==> src/logic/cpu_ctrl_pkg.sv <==
//--------------------------------------------------------------------------
// internal control encodings passed from the decoder to the datapath
//--------------------------------------------------------------------------
package cpu_ctrl_pkg;

    // alu operation select
    localparam int alu_op_w = 3;

    // pass operand b straight through, used by loadi and mov
    localparam logic [alu_op_w-1:0] alu_fwd = 3'd0;
    // sum, sub and compares come in with b already negated
    localparam logic [alu_op_w-1:0] alu_add = 3'd1;
    localparam logic [alu_op_w-1:0] alu_and = 3'd2;
    localparam logic [alu_op_w-1:0] alu_or  = 3'd3;
    // logical right shift by low 3 bits of b
    localparam logic [alu_op_w-1:0] alu_srl = 3'd4;

    // branch condition select
    localparam int br_w = 2;

    localparam logic [br_w-1:0] br_none = 2'd0;
    // taken when the compare result is zero
    localparam logic [br_w-1:0] br_eq   = 2'd1;
    // taken when it is not
    localparam logic [br_w-1:0] br_ne   = 2'd2;

endpackage

==> src/logic/cpu_isa_pkg.sv <==
//--------------------------------------------------------------------------
// instruction set of the 8-bit core: widths, opcodes and field positions
// imported by the core, its decoder and the testbench program builder
//--------------------------------------------------------------------------
package cpu_isa_pkg;

    // datapath and instruction widths
    localparam int data_w     = 8;
    localparam int inst_w     = 32;
    localparam int reg_addr_w = 3;
    localparam int op_w       = 8;

    // opcode values, top byte of the instruction
    localparam logic [op_w-1:0] op_loadi = 8'd0;
    localparam logic [op_w-1:0] op_mov   = 8'd1;
    localparam logic [op_w-1:0] op_add   = 8'd2;
    localparam logic [op_w-1:0] op_sub   = 8'd3;
    localparam logic [op_w-1:0] op_and   = 8'd4;
    localparam logic [op_w-1:0] op_or    = 8'd5;
    localparam logic [op_w-1:0] op_j     = 8'd6;
    localparam logic [op_w-1:0] op_beq   = 8'd7;
    localparam logic [op_w-1:0] op_bne   = 8'd8;
    localparam logic [op_w-1:0] op_sll   = 8'd9;
    localparam logic [op_w-1:0] op_srl   = 8'd10;

    // field positions inside the 32-bit word
    localparam int op_hi   = 31;
    localparam int op_lo   = 24;
    // branch offset overlaps the destination field
    localparam int off_hi  = 23;
    localparam int off_lo  = 16;
    localparam int rd_hi   = 18;
    localparam int rd_lo   = 16;
    localparam int rs1_hi  = 10;
    localparam int rs1_lo  = 8;
    localparam int rs2_hi  = 2;
    localparam int rs2_lo  = 0;
    localparam int imm_hi  = 7;
    localparam int imm_lo  = 0;

endpackage

==> src/logic/cpu_control_unit.sv <==
//--------------------------------------------------------------------------
// opcode decoder, one set of datapath control levels per instruction
//--------------------------------------------------------------------------
`timescale 1ns/1ps

module cpu_control_unit (
    input  logic                              rst_n,
    input  logic [cpu_isa_pkg::op_w-1:0]      opcode,
    output logic                              write_en,
    output logic                              neg_sel,
    output logic                              imm_sel,
    output logic                              shift_rev,
    output logic                              jump,
    output logic [cpu_ctrl_pkg::alu_op_w-1:0] alu_op,
    output logic [cpu_ctrl_pkg::br_w-1:0]     branch
);

    import cpu_isa_pkg::*;
    import cpu_ctrl_pkg::*;

    logic write_dec;

    always_comb begin
        // defaults form a no-op
        write_dec = 1'b0;
        neg_sel   = 1'b0;
        imm_sel   = 1'b0;
        shift_rev = 1'b0;
        jump      = 1'b0;
        alu_op    = alu_fwd;
        branch    = br_none;
        case (opcode)
            op_loadi: begin
                write_dec = 1'b1;
                imm_sel   = 1'b1;
            end
            // forward register b
            op_mov: write_dec = 1'b1;
            op_add: begin
                write_dec = 1'b1;
                alu_op    = alu_add;
            end
            // a plus two's complement of b
            op_sub: begin
                write_dec = 1'b1;
                neg_sel   = 1'b1;
                alu_op    = alu_add;
            end
            op_and: begin
                write_dec = 1'b1;
                alu_op    = alu_and;
            end
            op_or: begin
                write_dec = 1'b1;
                alu_op    = alu_or;
            end
            op_j: jump = 1'b1;
            // compares subtract, no write back
            op_beq: begin
                neg_sel = 1'b1;
                alu_op  = alu_add;
                branch  = br_eq;
            end
            op_bne: begin
                neg_sel = 1'b1;
                alu_op  = alu_add;
                branch  = br_ne;
            end
            // left shift is srl between two reversals
            op_sll: begin
                write_dec = 1'b1;
                imm_sel   = 1'b1;
                shift_rev = 1'b1;
                alu_op    = alu_srl;
            end
            op_srl: begin
                write_dec = 1'b1;
                imm_sel   = 1'b1;
                alu_op    = alu_srl;
            end
            default: ;
        endcase
    end

    // no register writes while reset is held
    assign write_en = write_dec & rst_n;

endmodule

==> src/logic/cpu_core.sv <==
//--------------------------------------------------------------------------
// single-cycle 8-bit core top, fed one instruction per clock at address pc
// register write-back is mirrored on the wb trace port
//--------------------------------------------------------------------------
`timescale 1ns/1ps

module cpu_core (
    input  logic                                clk,
    input  logic                                rst_n,
    input  logic [cpu_isa_pkg::inst_w-1:0]      instruction,
    output logic [cpu_isa_pkg::inst_w-1:0]      pc,
    output logic                                wb_en,
    output logic [cpu_isa_pkg::reg_addr_w-1:0]  wb_addr,
    output logic [cpu_isa_pkg::data_w-1:0]      wb_data
);

    import cpu_isa_pkg::*;
    import cpu_ctrl_pkg::*;

    // instruction fields
    logic [op_w-1:0]       opcode;
    logic [7:0]            offset;
    logic [reg_addr_w-1:0] rd;
    logic [reg_addr_w-1:0] rs1;
    logic [reg_addr_w-1:0] rs2;
    logic [data_w-1:0]     imm;

    // control levels
    logic                  write_en;
    logic                  neg_sel;
    logic                  imm_sel;
    logic                  shift_rev;
    logic                  jump;
    logic [alu_op_w-1:0]   alu_op;
    logic [br_w-1:0]       branch;

    // datapath
    logic [data_w-1:0]     rd_data1;
    logic [data_w-1:0]     rd_data2;
    logic [data_w-1:0]     result;
    logic                  zero;

    assign opcode = instruction[op_hi:op_lo];
    assign offset = instruction[off_hi:off_lo];
    assign rd     = instruction[rd_hi:rd_lo];
    assign rs1    = instruction[rs1_hi:rs1_lo];
    assign rs2    = instruction[rs2_hi:rs2_lo];
    assign imm    = instruction[imm_hi:imm_lo];

    cpu_pc pc_inst (
        .clk    (clk),
        .rst_n  (rst_n),
        .offset (offset),
        .jump   (jump),
        .branch (branch),
        .zero   (zero),
        .pc     (pc)
    );

    cpu_control_unit control_inst (
        .rst_n     (rst_n),
        .opcode    (opcode),
        .write_en  (write_en),
        .neg_sel   (neg_sel),
        .imm_sel   (imm_sel),
        .shift_rev (shift_rev),
        .jump      (jump),
        .alu_op    (alu_op),
        .branch    (branch)
    );

    // write port takes the alu result straight back
    cpu_reg_file reg_file_inst (
        .clk      (clk),
        .rst_n    (rst_n),
        .rd_addr1 (rs1),
        .rd_addr2 (rs2),
        .wr_addr  (rd),
        .wr_data  (result),
        .write_en (write_en),
        .rd_data1 (rd_data1),
        .rd_data2 (rd_data2)
    );

    cpu_exec_unit exec_inst (
        .op_a      (rd_data1),
        .op_b      (rd_data2),
        .imm       (imm),
        .neg_sel   (neg_sel),
        .imm_sel   (imm_sel),
        .shift_rev (shift_rev),
        .alu_op    (alu_op),
        .result    (result),
        .zero      (zero)
    );

    // trace of the write about to happen at the next edge
    assign wb_en   = write_en;
    assign wb_addr = rd;
    assign wb_data = result;

endmodule

==> src/logic/cpu_exec_unit.sv <==
//--------------------------------------------------------------------------
// operand muxing, optional bit reversal around the alu, and the zero flag
//--------------------------------------------------------------------------
`timescale 1ns/1ps

module cpu_exec_unit (
    input  logic [cpu_isa_pkg::data_w-1:0]    op_a,
    input  logic [cpu_isa_pkg::data_w-1:0]    op_b,
    input  logic [cpu_isa_pkg::data_w-1:0]    imm,
    input  logic                              neg_sel,
    input  logic                              imm_sel,
    input  logic                              shift_rev,
    input  logic [cpu_ctrl_pkg::alu_op_w-1:0] alu_op,
    output logic [cpu_isa_pkg::data_w-1:0]    result,
    output logic                              zero
);

    import cpu_isa_pkg::*;
    import cpu_ctrl_pkg::*;

    logic [data_w-1:0] b_neg;
    logic [data_w-1:0] b_sel;
    logic [data_w-1:0] a_in;
    logic [data_w-1:0] alu_out;

    // mirror bit order, msb swaps with lsb
    function automatic logic [data_w-1:0] bit_rev(input logic [data_w-1:0] val);
        logic [data_w-1:0] rev;
        for (int i = 0; i < data_w; i++) begin
            rev[i] = val[data_w-1-i];
        end
        return rev;
    endfunction

    // two's complement of register b
    assign b_neg = ~op_b + data_w'(1);

    // register, negated register, or immediate
    always_comb begin
        b_sel = neg_sel ? b_neg : op_b;
        if (imm_sel) begin
            b_sel = imm;
        end
    end

    // reversed input turns srl into sll
    assign a_in = shift_rev ? bit_rev(op_a) : op_a;

    always_comb begin
        case (alu_op)
            alu_fwd: alu_out = b_sel;
            alu_add: alu_out = a_in + b_sel;
            alu_and: alu_out = a_in & b_sel;
            alu_or:  alu_out = a_in | b_sel;
            // only the low 3 bits count as amount
            alu_srl: alu_out = a_in >> b_sel[2:0];
            default: alu_out = '0;
        endcase
    end

    // undo the reversal on the way out
    assign result = shift_rev ? bit_rev(alu_out) : alu_out;

    // beq and bne test this after a - b
    assign zero = (result == '0);

endmodule

==> src/logic/cpu_pc.sv <==
//--------------------------------------------------------------------------
// program counter with pc+4, word offset branch target and next-pc select
//--------------------------------------------------------------------------
`timescale 1ns/1ps

module cpu_pc (
    input  logic                             clk,
    input  logic                             rst_n,
    input  logic [7:0]                       offset,
    input  logic                             jump,
    input  logic [cpu_ctrl_pkg::br_w-1:0]    branch,
    input  logic                             zero,
    output logic [cpu_isa_pkg::inst_w-1:0]   pc
);

    import cpu_isa_pkg::*;
    import cpu_ctrl_pkg::*;

    logic [inst_w-1:0] pc_plus4;
    logic [inst_w-1:0] offset_ext;
    logic [inst_w-1:0] target;
    logic [inst_w-1:0] pc_next;
    logic              take;

    // sequential address
    assign pc_plus4 = pc + inst_w'(4);

    // sign extend and scale to bytes
    assign offset_ext = {{(inst_w - 10){offset[7]}}, offset, 2'b00};

    // offset counts from the next instruction
    assign target = pc_plus4 + offset_ext;

    // jump always goes, branches follow the compare
    always_comb begin
        take = jump;
        if (branch == br_eq && zero) begin
            take = 1'b1;
        end
        if (branch == br_ne && !zero) begin
            take = 1'b1;
        end
    end

    assign pc_next = take ? target : pc_plus4;

    // one edge per instruction
    always_ff @(posedge clk) begin
        if (!rst_n) begin
            pc <= '0;
        end else begin
            pc <= pc_next;
        end
    end

endmodule

==> src/logic/cpu_reg_file.sv <==
//--------------------------------------------------------------------------
// eight 8-bit registers, two combinational reads and one clocked write
//--------------------------------------------------------------------------
`timescale 1ns/1ps

module cpu_reg_file (
    input  logic                                clk,
    input  logic                                rst_n,
    input  logic [cpu_isa_pkg::reg_addr_w-1:0]  rd_addr1,
    input  logic [cpu_isa_pkg::reg_addr_w-1:0]  rd_addr2,
    input  logic [cpu_isa_pkg::reg_addr_w-1:0]  wr_addr,
    input  logic [cpu_isa_pkg::data_w-1:0]      wr_data,
    input  logic                                write_en,
    output logic [cpu_isa_pkg::data_w-1:0]      rd_data1,
    output logic [cpu_isa_pkg::data_w-1:0]      rd_data2
);

    import cpu_isa_pkg::*;

    localparam int num_regs = 1 << reg_addr_w;

    logic [data_w-1:0] regs [num_regs];

    // reads see the old value until the edge
    assign rd_data1 = regs[rd_addr1];
    assign rd_data2 = regs[rd_addr2];

    always_ff @(posedge clk) begin
        if (!rst_n) begin
            // all registers start from zero
            for (int i = 0; i < num_regs; i++) begin
                regs[i] <= '0;
            end
        end else if (write_en) begin
            regs[wr_addr] <= wr_data;
        end
    end

endmodule

==> config.mk <==
export PLATFORM = sky130hd
export DESIGN_NAME = cpu_core
export DESIGN_NICKNAME = d
export VERILOG_FILES = /design/src/logic/cpu_ctrl_pkg.sv /design/src/logic/cpu_isa_pkg.sv /design/src/logic/cpu_control_unit.sv /design/src/logic/cpu_core.sv /design/src/logic/cpu_exec_unit.sv /design/src/logic/cpu_pc.sv /design/src/logic/cpu_reg_file.sv
export SDC_FILE = /design/constraint.sdc
export NUM_CORES = 1
export LEC_CHECK = 0
export ABC_CLOCK_PERIOD_IN_PS = 11600
export BUFFER_PORTS_ARGS = -buffer_cell sky130_fd_sc_hd__buf_2
export CAP_MARGIN = 20
export CELL_PAD_IN_SITES_DETAIL_PLACEMENT = 1
export CELL_PAD_IN_SITES_GLOBAL_PLACEMENT = 1
export CORE_AREA = 5 5 133 135
export CTS_CLUSTER_SIZE = 24
export DETAILED_ROUTE_END_ITERATION = 8
export DIE_AREA = 0 0 138 140
export PLACE_DENSITY = 0.93
export SYNTH_ARGS = -nofsm -noshare
export SYNTH_HDL_FRONTEND = slang
export SYNTH_SLANG_ARGS = --single-unit
export TNS_END_PERCENT = 50
==> constraint.sdc <==
create_clock -name clk -period 11.6 [get_ports clk]
set_input_delay 0.58 -clock clk [delete_from_list [all_inputs] [get_ports clk]]
set_output_delay 0.58 -clock clk [all_outputs]
set_load 0.005 [all_outputs]
Word level (Yosys, flattened, before mapping)
Memory sizes are Yosys's and may differ from the RTL's.
Index checks and enable logic that the tools add are counted.
{"block": "op_classes", "addsub": 4, "eq_ne": 16, "shift": 1, "mux": 22, "bitwise_logic": 4, "n_reduce_logical": 12}
{"cell": "8-bit 2-to-1 mux", "n": 5}
{"cell": "8-bit case mux with 5 select lines", "n": 1}
{"cell": "32-bit by 3-bit adder with 32-bit output (second input constant)", "n": 1}
{"cell": "32-bit adder", "n": 1}
{"cell": "8-bit by 3-bit equality test with 1-bit output (second input constant)", "n": 4}
{"cell": "32-bit 2-to-1 mux", "n": 1}
{"cell": "8-bit by 4-bit equality test with 1-bit output (second input constant)", "n": 3}
{"cell": "8-bit by 2-bit equality test with 1-bit output (second input constant)", "n": 2}
{"cell": "8-bit logical NOT", "n": 2}
{"cell": "8-bit OR reduction", "n": 2}
{"cell": "1-bit 2-to-1 mux", "n": 12}
{"cell": "3-bit case mux with 4 select lines", "n": 1}
{"cell": "8-bit by 1-bit adder with 8-bit output (second input constant)", "n": 1}
{"cell": "8-bit adder", "n": 1}
{"cell": "8-bit AND", "n": 1}
{"cell": "8-bit by 1-bit equality test with 1-bit output (second input constant)", "n": 1}
{"cell": "8-bit NOT", "n": 1}
{"cell": "8-bit OR", "n": 1}
{"cell": "8-bit by 3-bit >> shifter with 8-bit output", "n": 1}
{"cell": "3-bit by 2-bit equality test with 1-bit output (second input constant)", "n": 2}
{"cell": "3-bit OR reduction", "n": 2}
{"cell": "2-bit case mux with 2 select lines", "n": 1}
{"cell": "4-bit OR reduction", "n": 1}
{"cell": "3-bit by 1-bit equality test with 1-bit output (second input constant)", "n": 1}
{"cell": "9 further kinds", "n": 10}
{"block": "word_totals", "reg_bits": 32, "ram_bits": 64, "out_inout_bits": 44, "wordCells": 61, "mem_count": 1}
{"memory": "reg_file_inst.regs", "depth": 8, "word_bits": 8, "read_ports": 2, "rd_ports_with_merged_regs": 0, "wr": 8, "line_no": "cpu_reg_file.sv:22", "source": "logic [data_w-1:0] regs [num_regs];"}

Logic depth before layout (Yosys ltp)
Gate-level depths: netlist of run 1.
{"block": "logic_depth", "ltp_word": 13, "ltp_mapped": 25}

By module
Synthesis of run 1 repeated with hierarchy kept, for this count alone.
{"block": "hier_totals", "hier_cells": 874, "area_unflattened_um2": 8536.9}
{"module": "cpu_reg_file", "instances": 1, "cells_per_inst": 223, "area_each_um2": 3523.4, "seq_area_each_um2": 1921.8}
{"module": "cpu_pc", "instances": 1, "cells_per_inst": 411, "area_each_um2": 3258.1, "seq_area_each_um2": 600.6}
{"module": "cpu_exec_unit", "instances": 1, "cells_per_inst": 209, "area_each_um2": 1532.7, "seq_area_each_um2": 0.0}
{"module": "cpu_control_unit", "instances": 1, "cells_per_inst": 28, "area_each_um2": 200.2, "seq_area_each_um2": 0.0}
{"module": "cpu_core", "instances": 1, "cells_per_inst": 3, "area_each_um2": 22.5, "seq_area_each_um2": 0.0}

Worst setup path after synthesis of run 1
OpenSTA, ideal clock, no wires.
{"block": "synth_timing", "kind": "in2reg", "from": "input port instruction[1] (netlist bit)", "to": "register pc_inst.pc[31] (netlist bit)", "setup_time_ns": 0.116, "t_arrival_ns": 5.201, "t_required_ns": 11.484, "path_slack_ns": 6.283, "stages": 24, "path_buffers": 2, "path_cell_list": "buf_4 -> mux4_2 -> nor2_1 -> or2_2 -> ha_1 -> a21oi_1 -> mux2i_1 -> a211oi_1 -> nor2_1 -> inv_1 -> ha_1 -> a21o_1 -> a21oi_1 -> o21bai_1 -> a21o_1 -> a211oi_1 -> o221ai_2 -> nor4_2 -> nand4_1 -> a21o_1 -> a21o_1 -> buf_6 -> or3_1 -> and3_1"}
{"block": "synth_between", "elab_chain_len": 13}
{"item": "start: declaration", "line_no": "cpu_core.sv:10", "source": "input logic [cpu_isa_pkg::inst_w-1:0] instruction,"}
{"item": "memory read 8 x 8 bit"}
{"item": "8-bit NOT", "line_no": "cpu_exec_unit.sv:36", "source": "assign b_neg = ~op_b + data_w'(1);"}
{"item": "8-bit by 1-bit adder with 8-bit output", "line_no": "cpu_exec_unit.sv:36"}
{"item": "8-bit 2-to-1 mux", "line_no": "cpu_exec_unit.sv:40", "source": "b_sel = neg_sel ? b_neg : op_b;"}
{"item": "8-bit 2-to-1 mux *", "line_no": "cpu_exec_unit.sv:41", "source": "if (imm_sel) begin"}
{"item": "8-bit adder (tied with other cells)", "line_no": "cpu_exec_unit.sv:52", "source": "alu_add: alu_out = a_in + b_sel;"}
{"item": "8-bit case mux with 5 select lines *", "line_no": "cpu_exec_unit.sv:50", "source": "case (alu_op)"}
{"item": "8-bit 2-to-1 mux *", "line_no": "cpu_exec_unit.sv:62", "source": "assign result = shift_rev ? bit_rev(alu_out) : alu_out;"}
{"item": "8-bit logical NOT *", "line_no": "cpu_exec_unit.sv:65", "source": "assign zero = (result == '0);"}
{"item": "1-bit logical AND / 1-bit logical NOT (equally long branches)", "line_no": "cpu_pc.sv:37, cpu_pc.sv:40"}
{"item": "1-bit 2-to-1 mux / 1-bit logical AND (equally long branches)", "line_no": "cpu_pc.sv:37, cpu_pc.sv:40"}
{"item": "1-bit 2-to-1 mux *", "line_no": "cpu_pc.sv:40", "source": "if (branch == br_ne && !zero) begin"}
{"item": "32-bit 2-to-1 mux *", "line_no": "cpu_pc.sv:45", "source": "assign pc_next = take ? target : pc_plus4;"}
{"item": "end signal: assignment", "line_no": "cpu_pc.sv:52", "source": "pc <= pc_next;"}
{"item": "end: declaration", "line_no": "cpu_pc.sv:13", "source": "output logic [cpu_isa_pkg::inst_w-1:0] pc"}
Every way passes the cells marked *; elsewhere a longest branch is shown, timed or not.
A chain may end at the register's enable or synchronous reset.

Worst setup path in the final report of run 1
{"block": "layout_timing", "from": "input port instruction[1] (netlist bit)", "to": "output port wb_data[6] (netlist bit)"}
{"block": "layout_between", "elab_chain_len": 8}
{"item": "memory read 8 x 8 bit"}
{"item": "8-bit NOT", "line_no": "cpu_exec_unit.sv:36"}
{"item": "8-bit by 1-bit adder with 8-bit output", "line_no": "cpu_exec_unit.sv:36"}
{"item": "8-bit 2-to-1 mux", "line_no": "cpu_exec_unit.sv:40"}
{"item": "8-bit 2-to-1 mux *", "line_no": "cpu_exec_unit.sv:41"}
{"item": "8-bit adder (tied with other cells)", "line_no": "cpu_exec_unit.sv:52"}
{"item": "8-bit case mux with 5 select lines *", "line_no": "cpu_exec_unit.sv:50"}
{"item": "8-bit 2-to-1 mux *", "line_no": "cpu_exec_unit.sv:62"}
{"item": "end: declaration", "line_no": "cpu_core.sv:14", "source": "output logic [cpu_isa_pkg::data_w-1:0] wb_data"}
Marked as above.

==> flow_results.xml, run 1 <==
<?xml version="1.0" encoding="UTF-8"?>
<metrics>
  <group name="sta">
    <metric name="grt_setup_unrepaired" unit="">false</metric>
    <metric name="timing.final.hold_violations" unit="">0</metric>
    <metric name="timing_worst_slew_pin_value" unit="ps">1008</metric>
    <metric name="report.final.setup_viol" unit="">0</metric>
    <metric name="maxSlewViolCount" unit="">0</metric>
    <metric name="worst_case_setup_margin_in_the_final_layout" unit="ps">4624</metric>
    <metric name="period_share" unit="%">60.14</metric>
    <metric name="timing.final.crit_period" unit="ps">6977</metric>
    <metric name="slew-limit-headroom" unit="%">32.35</metric>
    <metric name="clock.fmax" unit="MHz">143.3</metric>
    <metric name="fin_setup_tns" unit="ps">0</metric>
    <metric name="clock_skew" unit="ps">10.05</metric>
  </group>
  <group name="cells_and_area">
    <metric name="final_cell_area" unit="sq um">8985</metric>
    <metric name="mostFrequentLayoutCells" unit="">114 x nor2_1, 70 x buf_2, 64 x edfxtp_1, 58 x nand2_1</metric>
    <metric name="fillers" unit="">1905</metric>
    <metric name="drive_above_1_share" unit="%">16.74</metric>
    <metric name="n_antenna_cell" unit="">0</metric>
    <metric name="fin_nets" unit="">1016</metric>
    <metric name="seqCellArea" unit="sq um">2522</metric>
    <metric name="multi_input_area" unit="sq um">5278</metric>
    <metric name="syn2layout_area_growth" unit="%">9.667</metric>
    <metric name="final_common_cell" unit="">nor2_1</metric>
  </group>
  <group name="run_status">
    <metric name="status" unit="">finished clean</metric>
  </group>
  <group name="worst_setup_path">
    <metric name="critical-path-slowest-cell" unit="">o21ai_1</metric>
    <metric name="path_cells" unit="">buf_2 -&gt; mux4_2 -&gt; nor2_1 -&gt; or2_2 -&gt; ha_1 -&gt; a21oi_1 -&gt; mux2i_1 -&gt; a211oi_1 -&gt; nor2_1 -&gt; inv_1 -&gt; ha_1 -&gt; a21o_1 -&gt; a21oi_1 -&gt; o21bai_1 -&gt; a21o_1 -&gt; a211oi_1 -&gt; o221ai_2 -&gt; o21ai_1 -&gt; inv_1 -&gt; buf_2</metric>
    <metric name="setup.worst_path.end_class" unit="">output port</metric>
    <metric name="critical_path.n_buffers_inverters" unit="">4</metric>
    <metric name="worst_ep_arrival_time" unit="ps">6400</metric>
    <metric name="timing.setup.critical_path_class" unit="">input port to output port</metric>
    <metric name="timing.critical_path.slowest_cell_delay" unit="ps">820</metric>
    <metric name="crit_required" unit="ps">11020</metric>
    <metric name="crit_fanout" unit="">29</metric>
    <metric name="worst_path_dominant_cell_family" unit="">compound AO/OA/AOI/OAI gates</metric>
    <metric name="startpoint_type" unit="">input port</metric>
  </group>
  <group name="floorplanning">
    <metric name="die_height" unit="um">140</metric>
    <metric name="ioPinCount" unit="">78</metric>
    <metric name="floorplan.initialDensity" unit="%">50.11</metric>
    <metric name="die_area" unit="sq um">19320</metric>
    <metric name="number_of_cell_rows" unit="">47</metric>
    <metric name="area_of_the_core_region" unit="sq um">16350</metric>
    <metric name="die_x" unit="um">138</metric>
  </group>
  <group name="yosys">
    <metric name="ys_seq_elements" unit="">94</metric>
    <metric name="post_synth_instance_area" unit="sq um">8193</metric>
    <metric name="yosys_warnings" unit="">0</metric>
    <metric name="synth-edff-count" unit="">64</metric>
    <metric name="synth_cells" unit="">880</metric>
    <metric name="synth_top_flop_cell" unit="">edfxtp_1</metric>
    <metric name="synth.yosys.seq_area_share" unit="%">30.79</metric>
    <metric name="syn_area_per_cell" unit="sq um">9.310</metric>
    <metric name="synth_cell_type_count" unit="">77</metric>
    <metric name="asyncSetResetFlopFracSynth" unit="%">0</metric>
  </group>
  <group name="global_routing">
    <metric name="grt_start_max_net_pins" unit="">40</metric>
    <metric name="grt_overflow" unit="">0</metric>
    <metric name="grt_usage" unit="%">28.85</metric>
    <metric name="vias_in_the_first_global_route" unit="">8047</metric>
    <metric name="grt_antenna_before_repair" unit="">0</metric>
    <metric name="grt_pass1_wl" unit="um">44470</metric>
  </group>
  <group name="power_and_ir_drop">
    <metric name="cellInternalPower" unit="uW">624.7</metric>
    <metric name="power-per-cell-area" unit="nW/um^2">101.9</metric>
    <metric name="power_switching" unit="uW">290.5</metric>
    <metric name="switching_share" unit="%">31.74</metric>
    <metric name="power.share.combinational" unit="%">25.2</metric>
    <metric name="power.ir.vdd_worst" unit="mV">0.08042</metric>
    <metric name="leakagePower" unit="nW">4.029</metric>
    <metric name="power_share_of_the_clock_group" unit="%">33.7</metric>
    <metric name="seq_power_share" unit="%">41.1</metric>
  </group>
  <group name="placed_design">
    <metric name="gpl_wtd_cong" unit="">0.9412</metric>
    <metric name="detailedPlacementHpwl" unit="um">20420</metric>
    <metric name="post-place-ws" unit="ps">4539</metric>
    <metric name="buffer_ports.inserted" unit="">70</metric>
    <metric name="dpl-instance-area" unit="sq um">8677</metric>
  </group>
  <group name="clock_tree">
    <metric name="cts.htree.levels" unit="">3</metric>
    <metric name="post-cts-setup-buffer-count" unit="">0</metric>
    <metric name="cts_tree" unit="">done</metric>
    <metric name="cts_root_buf" unit="">clkbuf_16</metric>
    <metric name="cts_max_path_buffers" unit="">2</metric>
    <metric name="post_cts_hold_buffer_count" unit="">0</metric>
    <metric name="numCtsBuffers" unit="">9</metric>
    <metric name="worst_setup_hold_path_clk_slew" unit="ps">70</metric>
    <metric name="clkSinkCount" unit="">94</metric>
    <metric name="clk-insertion-delay-late" unit="ps">360</metric>
    <metric name="cts_resized" unit="">0</metric>
  </group>
  <group name="detailed_routing">
    <metric name="totalWireLength" unit="um">28420</metric>
    <metric name="via_count" unit="">7602</metric>
    <metric name="drt_drc_violations_left" unit="">0</metric>
    <metric name="routedWlPerCell" unit="um">24.54</metric>
    <metric name="drt_pre_antenna_iters" unit="">7</metric>
    <metric name="avgViaCountPerCell" unit="">6.565</metric>
    <metric name="detailedRoute.firstIterationViolations" unit="">717</metric>
    <metric name="antenna_violating_nets_post_route" unit="">0</metric>
  </group>
  <group name="worst_hold_path">
    <metric name="hold_path_class" unit="">flip-flop to flip-flop</metric>
  </group>
  <group name="flow_run">
    <metric name="maxCapViolations" unit="">0</metric>
  </group>
</metrics>
[cells in the mapped netlist, types with 5 or more instances]
master / n / area (sq um)
nand2b_1: 11 / 68.82
nor2b_1: 36 / 225.2
and2_1: 9 / 56.30
and3_1: 14 / 87.58
clkbuf_1: 18 / 67.56
o211ai_1: 5 / 37.54
nor2_1: 114 / 427.9
dfxtp_1: 30 / 600.6
a31oi_1: 8 / 50.05
buf_2: 11 / 55.05
o21a_1: 7 / 52.55
xnor2_1: 41 / 359.1
ha_1: 47 / 588.1
buf_4: 6 / 45.04
buf_6: 5 / 56.30
nand3b_1: 6 / 45.04
or2_2: 5 / 31.28
xor2_1: 22 / 192.7
inv_1: 42 / 157.7
edfxtp_1: 64 / 1922
a21oi_1: 37 / 185.2
o21bai_1: 11 / 82.58
nor4b_1: 5 / 43.79
mux2i_1: 47 / 470.5
mux4_2: 29 / 653.1
a21o_1: 22 / 165.2
nand2_1: 58 / 217.7
mux2_2: 8 / 90.09
nor3_1: 9 / 45.04
nand3_1: 30 / 150.1
o31ai_1: 6 / 45.04
nand4_1: 11 / 68.82
o21ai_0: 24 / 120.1
a211oi_1: 10 / 75.07
[routing by layer]
layer / global-route usage, % / wire length, um
met1: 33.17 / 10300
met2: 50.77 / 14290
met5: 0 / 0
met4: 15.96 / 1624
met3: 5.317 / 2205
[cells by family after synthesis]
logic type	after synthesis	synth area share (%)
other	1	0.04577
multiplexers	84	14.81
buffers and inverters	86	4.841
AND/OR/NAND/NOR	326	19.93
adder cells (fa/ha/maj)	49	7.666
flip-flops	94	30.79
XOR/XNOR	63	6.735
AO/OA/AOI/OAI	177	15.18
[per-stage QoR]
stage | hold WS [ps] | total power, mW | std cells | util [%]
floorplan | 556.7 | 0.5300 | 881 | -
global placement | 571.2 | 0.5869 | 1141 | 53.08
detailed placement | 607.7 | 0.6021 | 1141 | 53.08
CTS | 630.2 | 0.9092 | 1157 | 54.91
global route | 682.3 | 0.9509 | 1158 | 54.96
finish | 640.2 | 0.9152 | 1158 | 54.96
[power groups by stage]
stage	Clock (mW)	Sequential, mW	Combinational, mW
after global placement	0	0.380	0.207
after global routing	0.328	0.376	0.246
after CTS	0.309	0.375	0.225
final	0.308	0.376	0.231
after detailed placement	0	0.382	0.220
after floorplan	0	0.378	0.152
[layout make-up]
cell class	instances	area share [%]
Inverter	45	1.880
Multi-Input combinational cell	701	58.74
Sequential cell	94	28.07
Tap cell	220	3.064
Clock buffer	11	2.590
Timing Repair Buffer	82	4.902
Clock inverter	5	0.7520
[state kept, by name, summed over array words and instances (netlist names)]
register	cells
reg_file_inst.regs	64
pc_inst.pc	30
[worst register-to-register path: cells and delay by family, from the launching register on]
kind / cells / cell delay, ps
AO/OA/AOI/OAI: 10 / 2330
AND/OR/NAND/NOR: 7 / 1940
multiplexers: 2 / 650
adder cells (fa/ha/maj): 2 / 500
buffers and inverters: 2 / 500
flip-flops: 1 / 450
[worst paths after layout]
check | startpoint | endpoint | slack (ps) | depth (start not counted)
max | instruction[1] | wb_data[6] | 4620 | 20
max reg2reg | reg_file_inst.regs[4][0] | pc_inst.pc[31] | 5150 | 23
min reg2reg | pc_inst.pc[2] | pc_inst.pc[2] | 640 | 2
min | pc_inst.pc[2] | pc_inst.pc[2] | 640 | 2
Note: power is estimated with default switching activity, not from simulation.
==> run 2: changes to the inputs <==
--- a/config.mk
+++ b/config.mk
@@ -5,16 +5,16 @@
 export SDC_FILE = /design/constraint.sdc
 export NUM_CORES = 1
 export LEC_CHECK = 0
-export ABC_CLOCK_PERIOD_IN_PS = 11600
+export ABC_CLOCK_PERIOD_IN_PS = 6170
 export BUFFER_PORTS_ARGS = -buffer_cell sky130_fd_sc_hd__buf_2
 export CAP_MARGIN = 20
 export CELL_PAD_IN_SITES_DETAIL_PLACEMENT = 1
 export CELL_PAD_IN_SITES_GLOBAL_PLACEMENT = 1
-export CORE_AREA = 5 5 133 135
+export CORE_AREA = 5 5 145 147
 export CTS_CLUSTER_SIZE = 24
 export DETAILED_ROUTE_END_ITERATION = 8
-export DIE_AREA = 0 0 138 140
-export PLACE_DENSITY = 0.93
+export DIE_AREA = 0 0 150 152
+export PLACE_DENSITY = 0.84
 export SYNTH_ARGS = -nofsm -noshare
 export SYNTH_HDL_FRONTEND = slang
 export SYNTH_SLANG_ARGS = --single-unit
==> constraint.sdc (replaced) <==
create_clock -name clk -period 6.17 [get_ports clk]
set_input_delay 0.3085 -clock clk [delete_from_list [all_inputs] [get_ports clk]]
set_output_delay 0.3085 -clock clk [all_outputs]
set_load 0.005 [all_outputs]
==> run 2 against run 1 <==
Against the previous run: non-clock buffer count grew 9; die area grew 18%; critical path depth grew 2; global-route usage shrank 7.1 points; sequential share of layout area shrank 0.40 points; total power grew 84%; largest power group unchanged.
==> flow_results.xml, run 2 (synthesis results as in run 1) <==
<?xml version="1.0" encoding="UTF-8"?>
<metrics>
  <group name="detailed_routing">
    <metric name="drt_pre_antenna_iters" unit="">5</metric>
    <metric name="totalWireLength" unit="um">24930</metric>
    <metric name="drt_drc_violations_left" unit="">0</metric>
    <metric name="avgViaCountPerCell" unit="">5.861</metric>
    <metric name="routedWlPerCell" unit="um">20.48</metric>
    <metric name="antenna_violating_nets_post_route" unit="">0</metric>
    <metric name="detailedRoute.firstIterationViolations" unit="">453</metric>
    <metric name="via_count" unit="">7133</metric>
  </group>
  <group name="cells_and_area">
    <metric name="final_common_cell" unit="">nor2_1</metric>
    <metric name="drive_above_1_share" unit="%">17.85</metric>
    <metric name="reg.largest.list" unit="">reg_file_inst.regs: 64 flops, pc_inst.pc: 30 flops</metric>
    <metric name="flip_flop_count_of_the_largest_register_all_copies_and_words_added" unit="">64</metric>
    <metric name="fin_nets" unit="">1025</metric>
    <metric name="registers.top_by_ff_count" unit="">reg_file_inst.regs</metric>
    <metric name="final_cell_area" unit="sq um">9116</metric>
    <metric name="mostFrequentLayoutCells" unit="">114 x nor2_1, 70 x buf_2, 64 x edfxtp_1, 58 x nand2_1</metric>
    <metric name="n_antenna_cell" unit="">0</metric>
    <metric name="final-instance-count-excl-fill" unit="">1217</metric>
    <metric name="syn2layout_area_growth" unit="%">11.27</metric>
  </group>
  <group name="power_and_ir_drop">
    <metric name="power-per-cell-area" unit="nW/um^2">184.6</metric>
    <metric name="switching_share" unit="%">31.94</metric>
    <metric name="power.share.combinational" unit="%">25.1</metric>
    <metric name="power_share_of_the_clock_group" unit="%">33.1</metric>
    <metric name="cellInternalPower" unit="mW">1.145</metric>
    <metric name="leakagePower" unit="nW">4.071</metric>
    <metric name="seq_power_share" unit="%">41.8</metric>
    <metric name="power_switching" unit="uW">537.5</metric>
    <metric name="power.ir.vdd_worst" unit="mV">0.1389</metric>
  </group>
  <group name="floorplanning">
    <metric name="floorplan.initialDensity" unit="%">41.42</metric>
    <metric name="die_x" unit="um">150</metric>
    <metric name="number_of_cell_rows" unit="">52</metric>
    <metric name="die_area" unit="sq um">22800</metric>
    <metric name="die_height" unit="um">152</metric>
    <metric name="ioPinCount" unit="">78</metric>
    <metric name="area_of_the_core_region" unit="sq um">19780</metric>
  </group>
  <group name="worst_setup_path">
    <metric name="critical_path.n_buffers_inverters" unit="">1</metric>
    <metric name="path_cells" unit="">mux4_2 -&gt; nor2_1 -&gt; or2_2 -&gt; ha_1 -&gt; a21oi_1 -&gt; mux2i_1 -&gt; a211oi_1 -&gt; nor2_1 -&gt; inv_1 -&gt; ha_1 -&gt; a21o_1 -&gt; a21oi_1 -&gt; o21bai_1 -&gt; a21o_1 -&gt; a211oi_1 -&gt; o221ai_2 -&gt; nor4_2 -&gt; nand4_1 -&gt; a21o_1 -&gt; a21o_2 -&gt; or3_1 -&gt; and3_1</metric>
    <metric name="startpoint_type" unit="">flip-flop</metric>
    <metric name="crit_required" unit="ps">6410</metric>
    <metric name="worst_ep_arrival_time" unit="ps">5840</metric>
    <metric name="setup.reg_to_reg.worst_slack" unit="ps">570</metric>
    <metric name="setup.worst_path.end_class" unit="">flip-flop</metric>
    <metric name="timing.critical_path.slowest_cell_delay" unit="ps">410</metric>
    <metric name="timing.setup.critical_path_class" unit="">flip-flop to flip-flop</metric>
    <metric name="crit_fanout" unit="">5</metric>
    <metric name="cp_common_cell" unit="">a21o_1</metric>
    <metric name="worst_path_dominant_cell_family" unit="">compound AO/OA/AOI/OAI gates</metric>
    <metric name="critical-path-slowest-cell" unit="">edfxtp_1</metric>
  </group>
  <group name="placed_design">
    <metric name="total_instance_count_after_detailed_placement" unit="">1201</metric>
    <metric name="dpl-instance-area" unit="sq um">8816</metric>
    <metric name="buffer_ports.inserted" unit="">70</metric>
    <metric name="gpl_wtd_cong" unit="">0.8975</metric>
    <metric name="detailedPlacementHpwl" unit="um">19480</metric>
  </group>
  <group name="clock_tree">
    <metric name="clk-insertion-delay-late" unit="ps">350</metric>
    <metric name="cts_resized" unit="">0</metric>
    <metric name="worst_setup_hold_path_clk_slew" unit="ps">80</metric>
    <metric name="cts_root_buf" unit="">clkbuf_16</metric>
    <metric name="cts_tree" unit="">done</metric>
    <metric name="clkSinkCount" unit="">94</metric>
    <metric name="numCtsBuffers" unit="">9</metric>
    <metric name="cts_max_path_buffers" unit="">2</metric>
    <metric name="cts.htree.levels" unit="">3</metric>
    <metric name="post-cts-setup-buffer-count" unit="">0</metric>
    <metric name="post_cts_hold_buffer_count" unit="">0</metric>
  </group>
  <group name="global_routing">
    <metric name="grt_start_max_net_pins" unit="">40</metric>
    <metric name="vias_in_the_first_global_route" unit="">7447</metric>
    <metric name="grt_usage" unit="%">21.75</metric>
    <metric name="grt_pass1_wl" unit="um">39900</metric>
    <metric name="grt_antenna_before_repair" unit="">0</metric>
    <metric name="grt_overflow" unit="">0</metric>
  </group>
  <group name="sta">
    <metric name="clock_skew" unit="ps">8.234</metric>
    <metric name="fin_setup_tns" unit="ps">0</metric>
    <metric name="clock.fmax" unit="MHz">178.7</metric>
    <metric name="slew-limit-headroom" unit="%">37.51</metric>
    <metric name="timing.final.crit_period" unit="ps">5596</metric>
    <metric name="grt_setup_unrepaired" unit="">false</metric>
    <metric name="maxSlewViolCount" unit="">0</metric>
    <metric name="report.final.setup_viol" unit="">0</metric>
    <metric name="timing_worst_slew_pin_value" unit="ps">927.6</metric>
    <metric name="period_share" unit="%">90.70</metric>
    <metric name="timing.final.hold_violations" unit="">0</metric>
  </group>
  <group name="flow_run">
    <metric name="maxCapViolations" unit="">0</metric>
  </group>
  <group name="run_status">
    <metric name="status" unit="">finished clean</metric>
  </group>
  <group name="worst_hold_path">
    <metric name="hold_path_class" unit="">input port to flip-flop</metric>
  </group>
</metrics>
[run 2: cell count changes in the layout (fill, tap and decap cells not counted), sizes merged]
cell,delta
bufinv,-1
clkbuf,-2
inv,+2
clkinvlp,+1
buf,+9
[run 2: metal layers]
metal	up-vias	GRT usage (%)	wire length [um]
met5	-	0	0
met4	0	6.013	641
met3	41	2.532	1096
met2	183	39.03	12830
met1	3564	27.45	10360
li1	3345	-	-
[run 2: power by group through the flow]
stage	Sequential [mW]	Clock, mW	Combinational [mW]
4_1_cts	0.703	0.572	0.419
3_5_place_dp	0.717	0	0.414
2_1_floorplan	0.710	0	0.286
3_3_place_gp	0.715	0	0.401
5_1_grt	0.705	0.604	0.454
6_report	0.703	0.557	0.422
[run 2: layout make-up]
cell class,count,area (sq um)
fillers,2342,10660
multi-input cells,701,5279
flip-flops and latches,94,2522
repair buffers,91,508.0
well taps,270,337.8
clock buffers,9,225.2
inverters,45,168.9
clock inverters,7,75.07
[run 2: path summary, 6_finish.rpt]
kind                            start        endpoint  cells after the start
min                   instruction[16]   pc_inst.pc[2]                      3
max          reg_file_inst.regs[2][0]  pc_inst.pc[31]                     22
max reg2reg  reg_file_inst.regs[2][0]  pc_inst.pc[31]                     22
min reg2reg             pc_inst.pc[2]   pc_inst.pc[2]                      2
[run 2: metrics by stage]
stage | util, % | setup slack [ps] | power [mW] | hold slack [ps]
finish | 46.09 | 573.5 | 1.683 | 421.1
global placement | 44.57 | 516.9 | 1.115 | 571.5
CTS | 46.09 | 678.6 | 1.694 | 410.3
global route | 46.09 | 343.5 | 1.763 | 444.4
floorplan | - | 1125 | 0.9964 | 556.7
detailed placement | 44.57 | 403.8 | 1.131 | 590.6
[run 2: tightest hold or removal path, cell delays in order]
cell,delay [ps]
buf_2,140
ha_1,140
o211a_1,150
==> run 3: changes to the inputs <==
--- a/config.mk
+++ b/config.mk
@@ -6,15 +6,13 @@
 export NUM_CORES = 1
 export LEC_CHECK = 0
 export ABC_CLOCK_PERIOD_IN_PS = 6170
-export BUFFER_PORTS_ARGS = -buffer_cell sky130_fd_sc_hd__buf_2
 export CAP_MARGIN = 20
-export CELL_PAD_IN_SITES_DETAIL_PLACEMENT = 1
-export CELL_PAD_IN_SITES_GLOBAL_PLACEMENT = 1
-export CORE_AREA = 5 5 145 147
+export CORE_AREA = 5 5 130 132
 export CTS_CLUSTER_SIZE = 24
 export DETAILED_ROUTE_END_ITERATION = 8
-export DIE_AREA = 0 0 150 152
-export PLACE_DENSITY = 0.84
+export DIE_AREA = 0 0 135 137
+export DONT_BUFFER_PORTS = 1
+export PLACE_DENSITY = 0.78
 export SYNTH_ARGS = -nofsm -noshare
 export SYNTH_HDL_FRONTEND = slang
 export SYNTH_SLANG_ARGS = --single-unit
==> constraint.sdc (replaced) <==
create_clock -name clk -period 6.17 [get_ports clk]
set_input_delay 0.617 -clock clk [delete_from_list [all_inputs] [get_ports clk]]
set_output_delay 0.617 -clock clk [all_outputs]
set_load 0.005 [all_outputs]
==> run 3 against run 2 <==
Against the previous run: worst setup slack gained 200 ps; sequential cell count stayed put; via count fell by 5.4%; non-clock buffer count is 73 lower.
==> flow_results.xml, run 3 (synthesis results as in run 1) <==
<?xml version="1.0" encoding="UTF-8"?>
<metrics>
  <group name="floorplanning">
    <metric name="number_of_cell_rows" unit="">46</metric>
    <metric name="ioPinCount" unit="">78</metric>
    <metric name="area_of_the_core_region" unit="sq um">15600</metric>
    <metric name="die_area" unit="sq um">18500</metric>
    <metric name="floorplan.initialDensity" unit="%">52.53</metric>
    <metric name="die_height" unit="um">137</metric>
    <metric name="die_x" unit="um">135</metric>
  </group>
  <group name="cells_and_area">
    <metric name="syn2layout_area_growth" unit="%">5.971</metric>
    <metric name="flip_flop_count_of_the_largest_register_all_copies_and_words_added" unit="">64</metric>
    <metric name="final_common_cell" unit="">nor2_1</metric>
    <metric name="drive_above_1_share" unit="%">10.87</metric>
    <metric name="registers.top_by_ff_count" unit="">reg_file_inst.regs</metric>
    <metric name="reg.largest.list" unit="">reg_file_inst.regs: 64 flops, pc_inst.pc: 30 flops</metric>
    <metric name="fin_nets" unit="">952</metric>
    <metric name="mostFrequentLayoutCells" unit="">114 x nor2_1, 64 x edfxtp_1, 58 x nand2_1, 47 x mux2i_1, 47 x ha_1</metric>
    <metric name="n_antenna_cell" unit="">0</metric>
    <metric name="layout.core_utilization" unit="%">55.66</metric>
    <metric name="final_cell_area" unit="sq um">8682</metric>
  </group>
  <group name="sta">
    <metric name="report.final.setup_viol" unit="">0</metric>
    <metric name="grt_setup_unrepaired" unit="">false</metric>
    <metric name="clock_skew" unit="ps">8.418</metric>
    <metric name="clock.fmax" unit="MHz">185.1</metric>
    <metric name="slew-limit-headroom" unit="%">38.94</metric>
    <metric name="period_share" unit="%">87.54</metric>
    <metric name="timing.final.crit_period" unit="ps">5401</metric>
    <metric name="maxSlewViolCount" unit="">0</metric>
    <metric name="timing.final.hold_violations" unit="">0</metric>
    <metric name="fin_setup_tns" unit="ps">0</metric>
    <metric name="timing_worst_slew_pin_value" unit="ps">909.8</metric>
  </group>
  <group name="detailed_routing">
    <metric name="routedWlPerCell" unit="um">19.76</metric>
    <metric name="antenna_violating_nets_post_route" unit="">0</metric>
    <metric name="drt_pre_antenna_iters" unit="">5</metric>
    <metric name="drt_drc_violations_left" unit="">0</metric>
    <metric name="detailedRoute.firstIterationViolations" unit="">584</metric>
    <metric name="totalWireLength" unit="um">21540</metric>
    <metric name="via_count" unit="">6745</metric>
    <metric name="avgViaCountPerCell" unit="">6.188</metric>
  </group>
  <group name="power_and_ir_drop">
    <metric name="power-per-cell-area" unit="nW/um^2">188.8</metric>
    <metric name="leakagePower" unit="nW">3.736</metric>
    <metric name="power.ir.vdd_worst" unit="mV">0.1406</metric>
    <metric name="design_power_total" unit="mW">1.639</metric>
  </group>
  <group name="worst_setup_path">
    <metric name="reg2reg_from" unit="">reg_file_inst.regs[0][1]</metric>
    <metric name="crit_required" unit="ps">6410</metric>
    <metric name="timing.setup.critical_path_class" unit="">flip-flop to flip-flop</metric>
    <metric name="startpoint_type" unit="">flip-flop</metric>
    <metric name="setup.worst_path.end_class" unit="">flip-flop</metric>
    <metric name="crit_fanout" unit="">22</metric>
    <metric name="worst_setup_path_startpoint" unit="">reg_file_inst.regs[0][1]</metric>
    <metric name="worst_ep_arrival_time" unit="ps">5640</metric>
  </group>
  <group name="run_status">
    <metric name="status" unit="">finished clean</metric>
  </group>
  <group name="clock_tree">
    <metric name="cts.htree.levels" unit="">3</metric>
    <metric name="cts_root_buf" unit="">clkbuf_16</metric>
    <metric name="clk-insertion-delay-late" unit="ps">350</metric>
    <metric name="numCtsBuffers" unit="">9</metric>
    <metric name="clkSinkCount" unit="">94</metric>
    <metric name="post_cts_hold_buffer_count" unit="">0</metric>
    <metric name="worst_setup_hold_path_clk_slew" unit="ps">70</metric>
    <metric name="cts_resized" unit="">0</metric>
    <metric name="cts_max_path_buffers" unit="">2</metric>
    <metric name="post-cts-setup-buffer-count" unit="">0</metric>
    <metric name="cts_tree" unit="">done</metric>
  </group>
  <group name="placed_design">
    <metric name="detailedPlacementHpwl" unit="um">16220</metric>
    <metric name="gpl_wtd_cong" unit="">0.8980</metric>
    <metric name="dpl-instance-area" unit="sq um">8364</metric>
    <metric name="buffer_ports.inserted" unit="">0</metric>
  </group>
  <group name="global_routing">
    <metric name="vias_in_the_first_global_route" unit="">6436</metric>
    <metric name="grt_start_max_net_pins" unit="">40</metric>
    <metric name="grt_usage" unit="%">23.63</metric>
    <metric name="grt_antenna_before_repair" unit="">0</metric>
    <metric name="grt_pass1_wl" unit="um">34270</metric>
    <metric name="grt_overflow" unit="">0</metric>
  </group>
  <group name="flow_run">
    <metric name="maxCapViolations" unit="">0</metric>
  </group>
  <group name="worst_hold_path">
    <metric name="hold_path_class" unit="">input port to flip-flop</metric>
    <metric name="hp-start" unit="">rst_n</metric>
  </group>
</metrics>
[run 3: worst paths after layout]
path	end	slack (ps)	cells past startpoint
max	pc_inst.pc[18]	770	22
min	pc_inst.pc[7]	390	1
max reg2reg	pc_inst.pc[18]	770	22
min reg2reg	pc_inst.pc[2]	670	2
[run 3: cell type report]
type / count / area [sq um]
fill: 1382 / 6915
multi-input combinational: 701 / 5278
sequential: 94 / 2522
tap: 216 / 270.3
clock buffer: 9 / 225.2
inverter: 45 / 168.9
timing repair buffer: 18 / 130.1
clock inverter: 7 / 87.58
[run 3: stage by stage]
stage	hold slack (ps)	cells	setup WS, ps
finish	394.5	1090	768.9
detailed placement	649.9	1073	553.8
global route	387.3	1090	434.1
floorplan	556.7	881	816.0
global placement	628.6	1072	608.9
CTS	387.2	1089	667.0
[run 3: worst max-delay path, cell delays in order, from the launching register on]
cell and delay (ps):
edfxtp_1 420, mux4_2 480, mux2i_1 260, ha_1 220
a21oi_1 80, mux2i_1 140, a211oi_1 400, nor2_1 120
inv_1 170, ha_1 310, a21o_1 190, a21oi_1 220
o21bai_1 100, a21o_1 190, a211oi_1 260, o221ai_2 200
nor4_2 300, nand4_1 210, nand2_1 130, a21o_1 200
buf_4 360, mux2i_1 250, nor2b_1 70
[run 3: metal layers]
metal  up-vias  global-route usage, %  wire, um
met5         -                      0         0
li1       3195                      -         -
met1      3255                  29.57      8563
met2       252                  41.27     10730
met4         0                  8.063       633
met3        43                  4.301      1609
[run 3: where the power goes]
group	switching [mW]	internal, mW
combinational	0.199	0.153
sequential	0.0143	0.688
clock	0.260	0.324
total	0.473	1.17
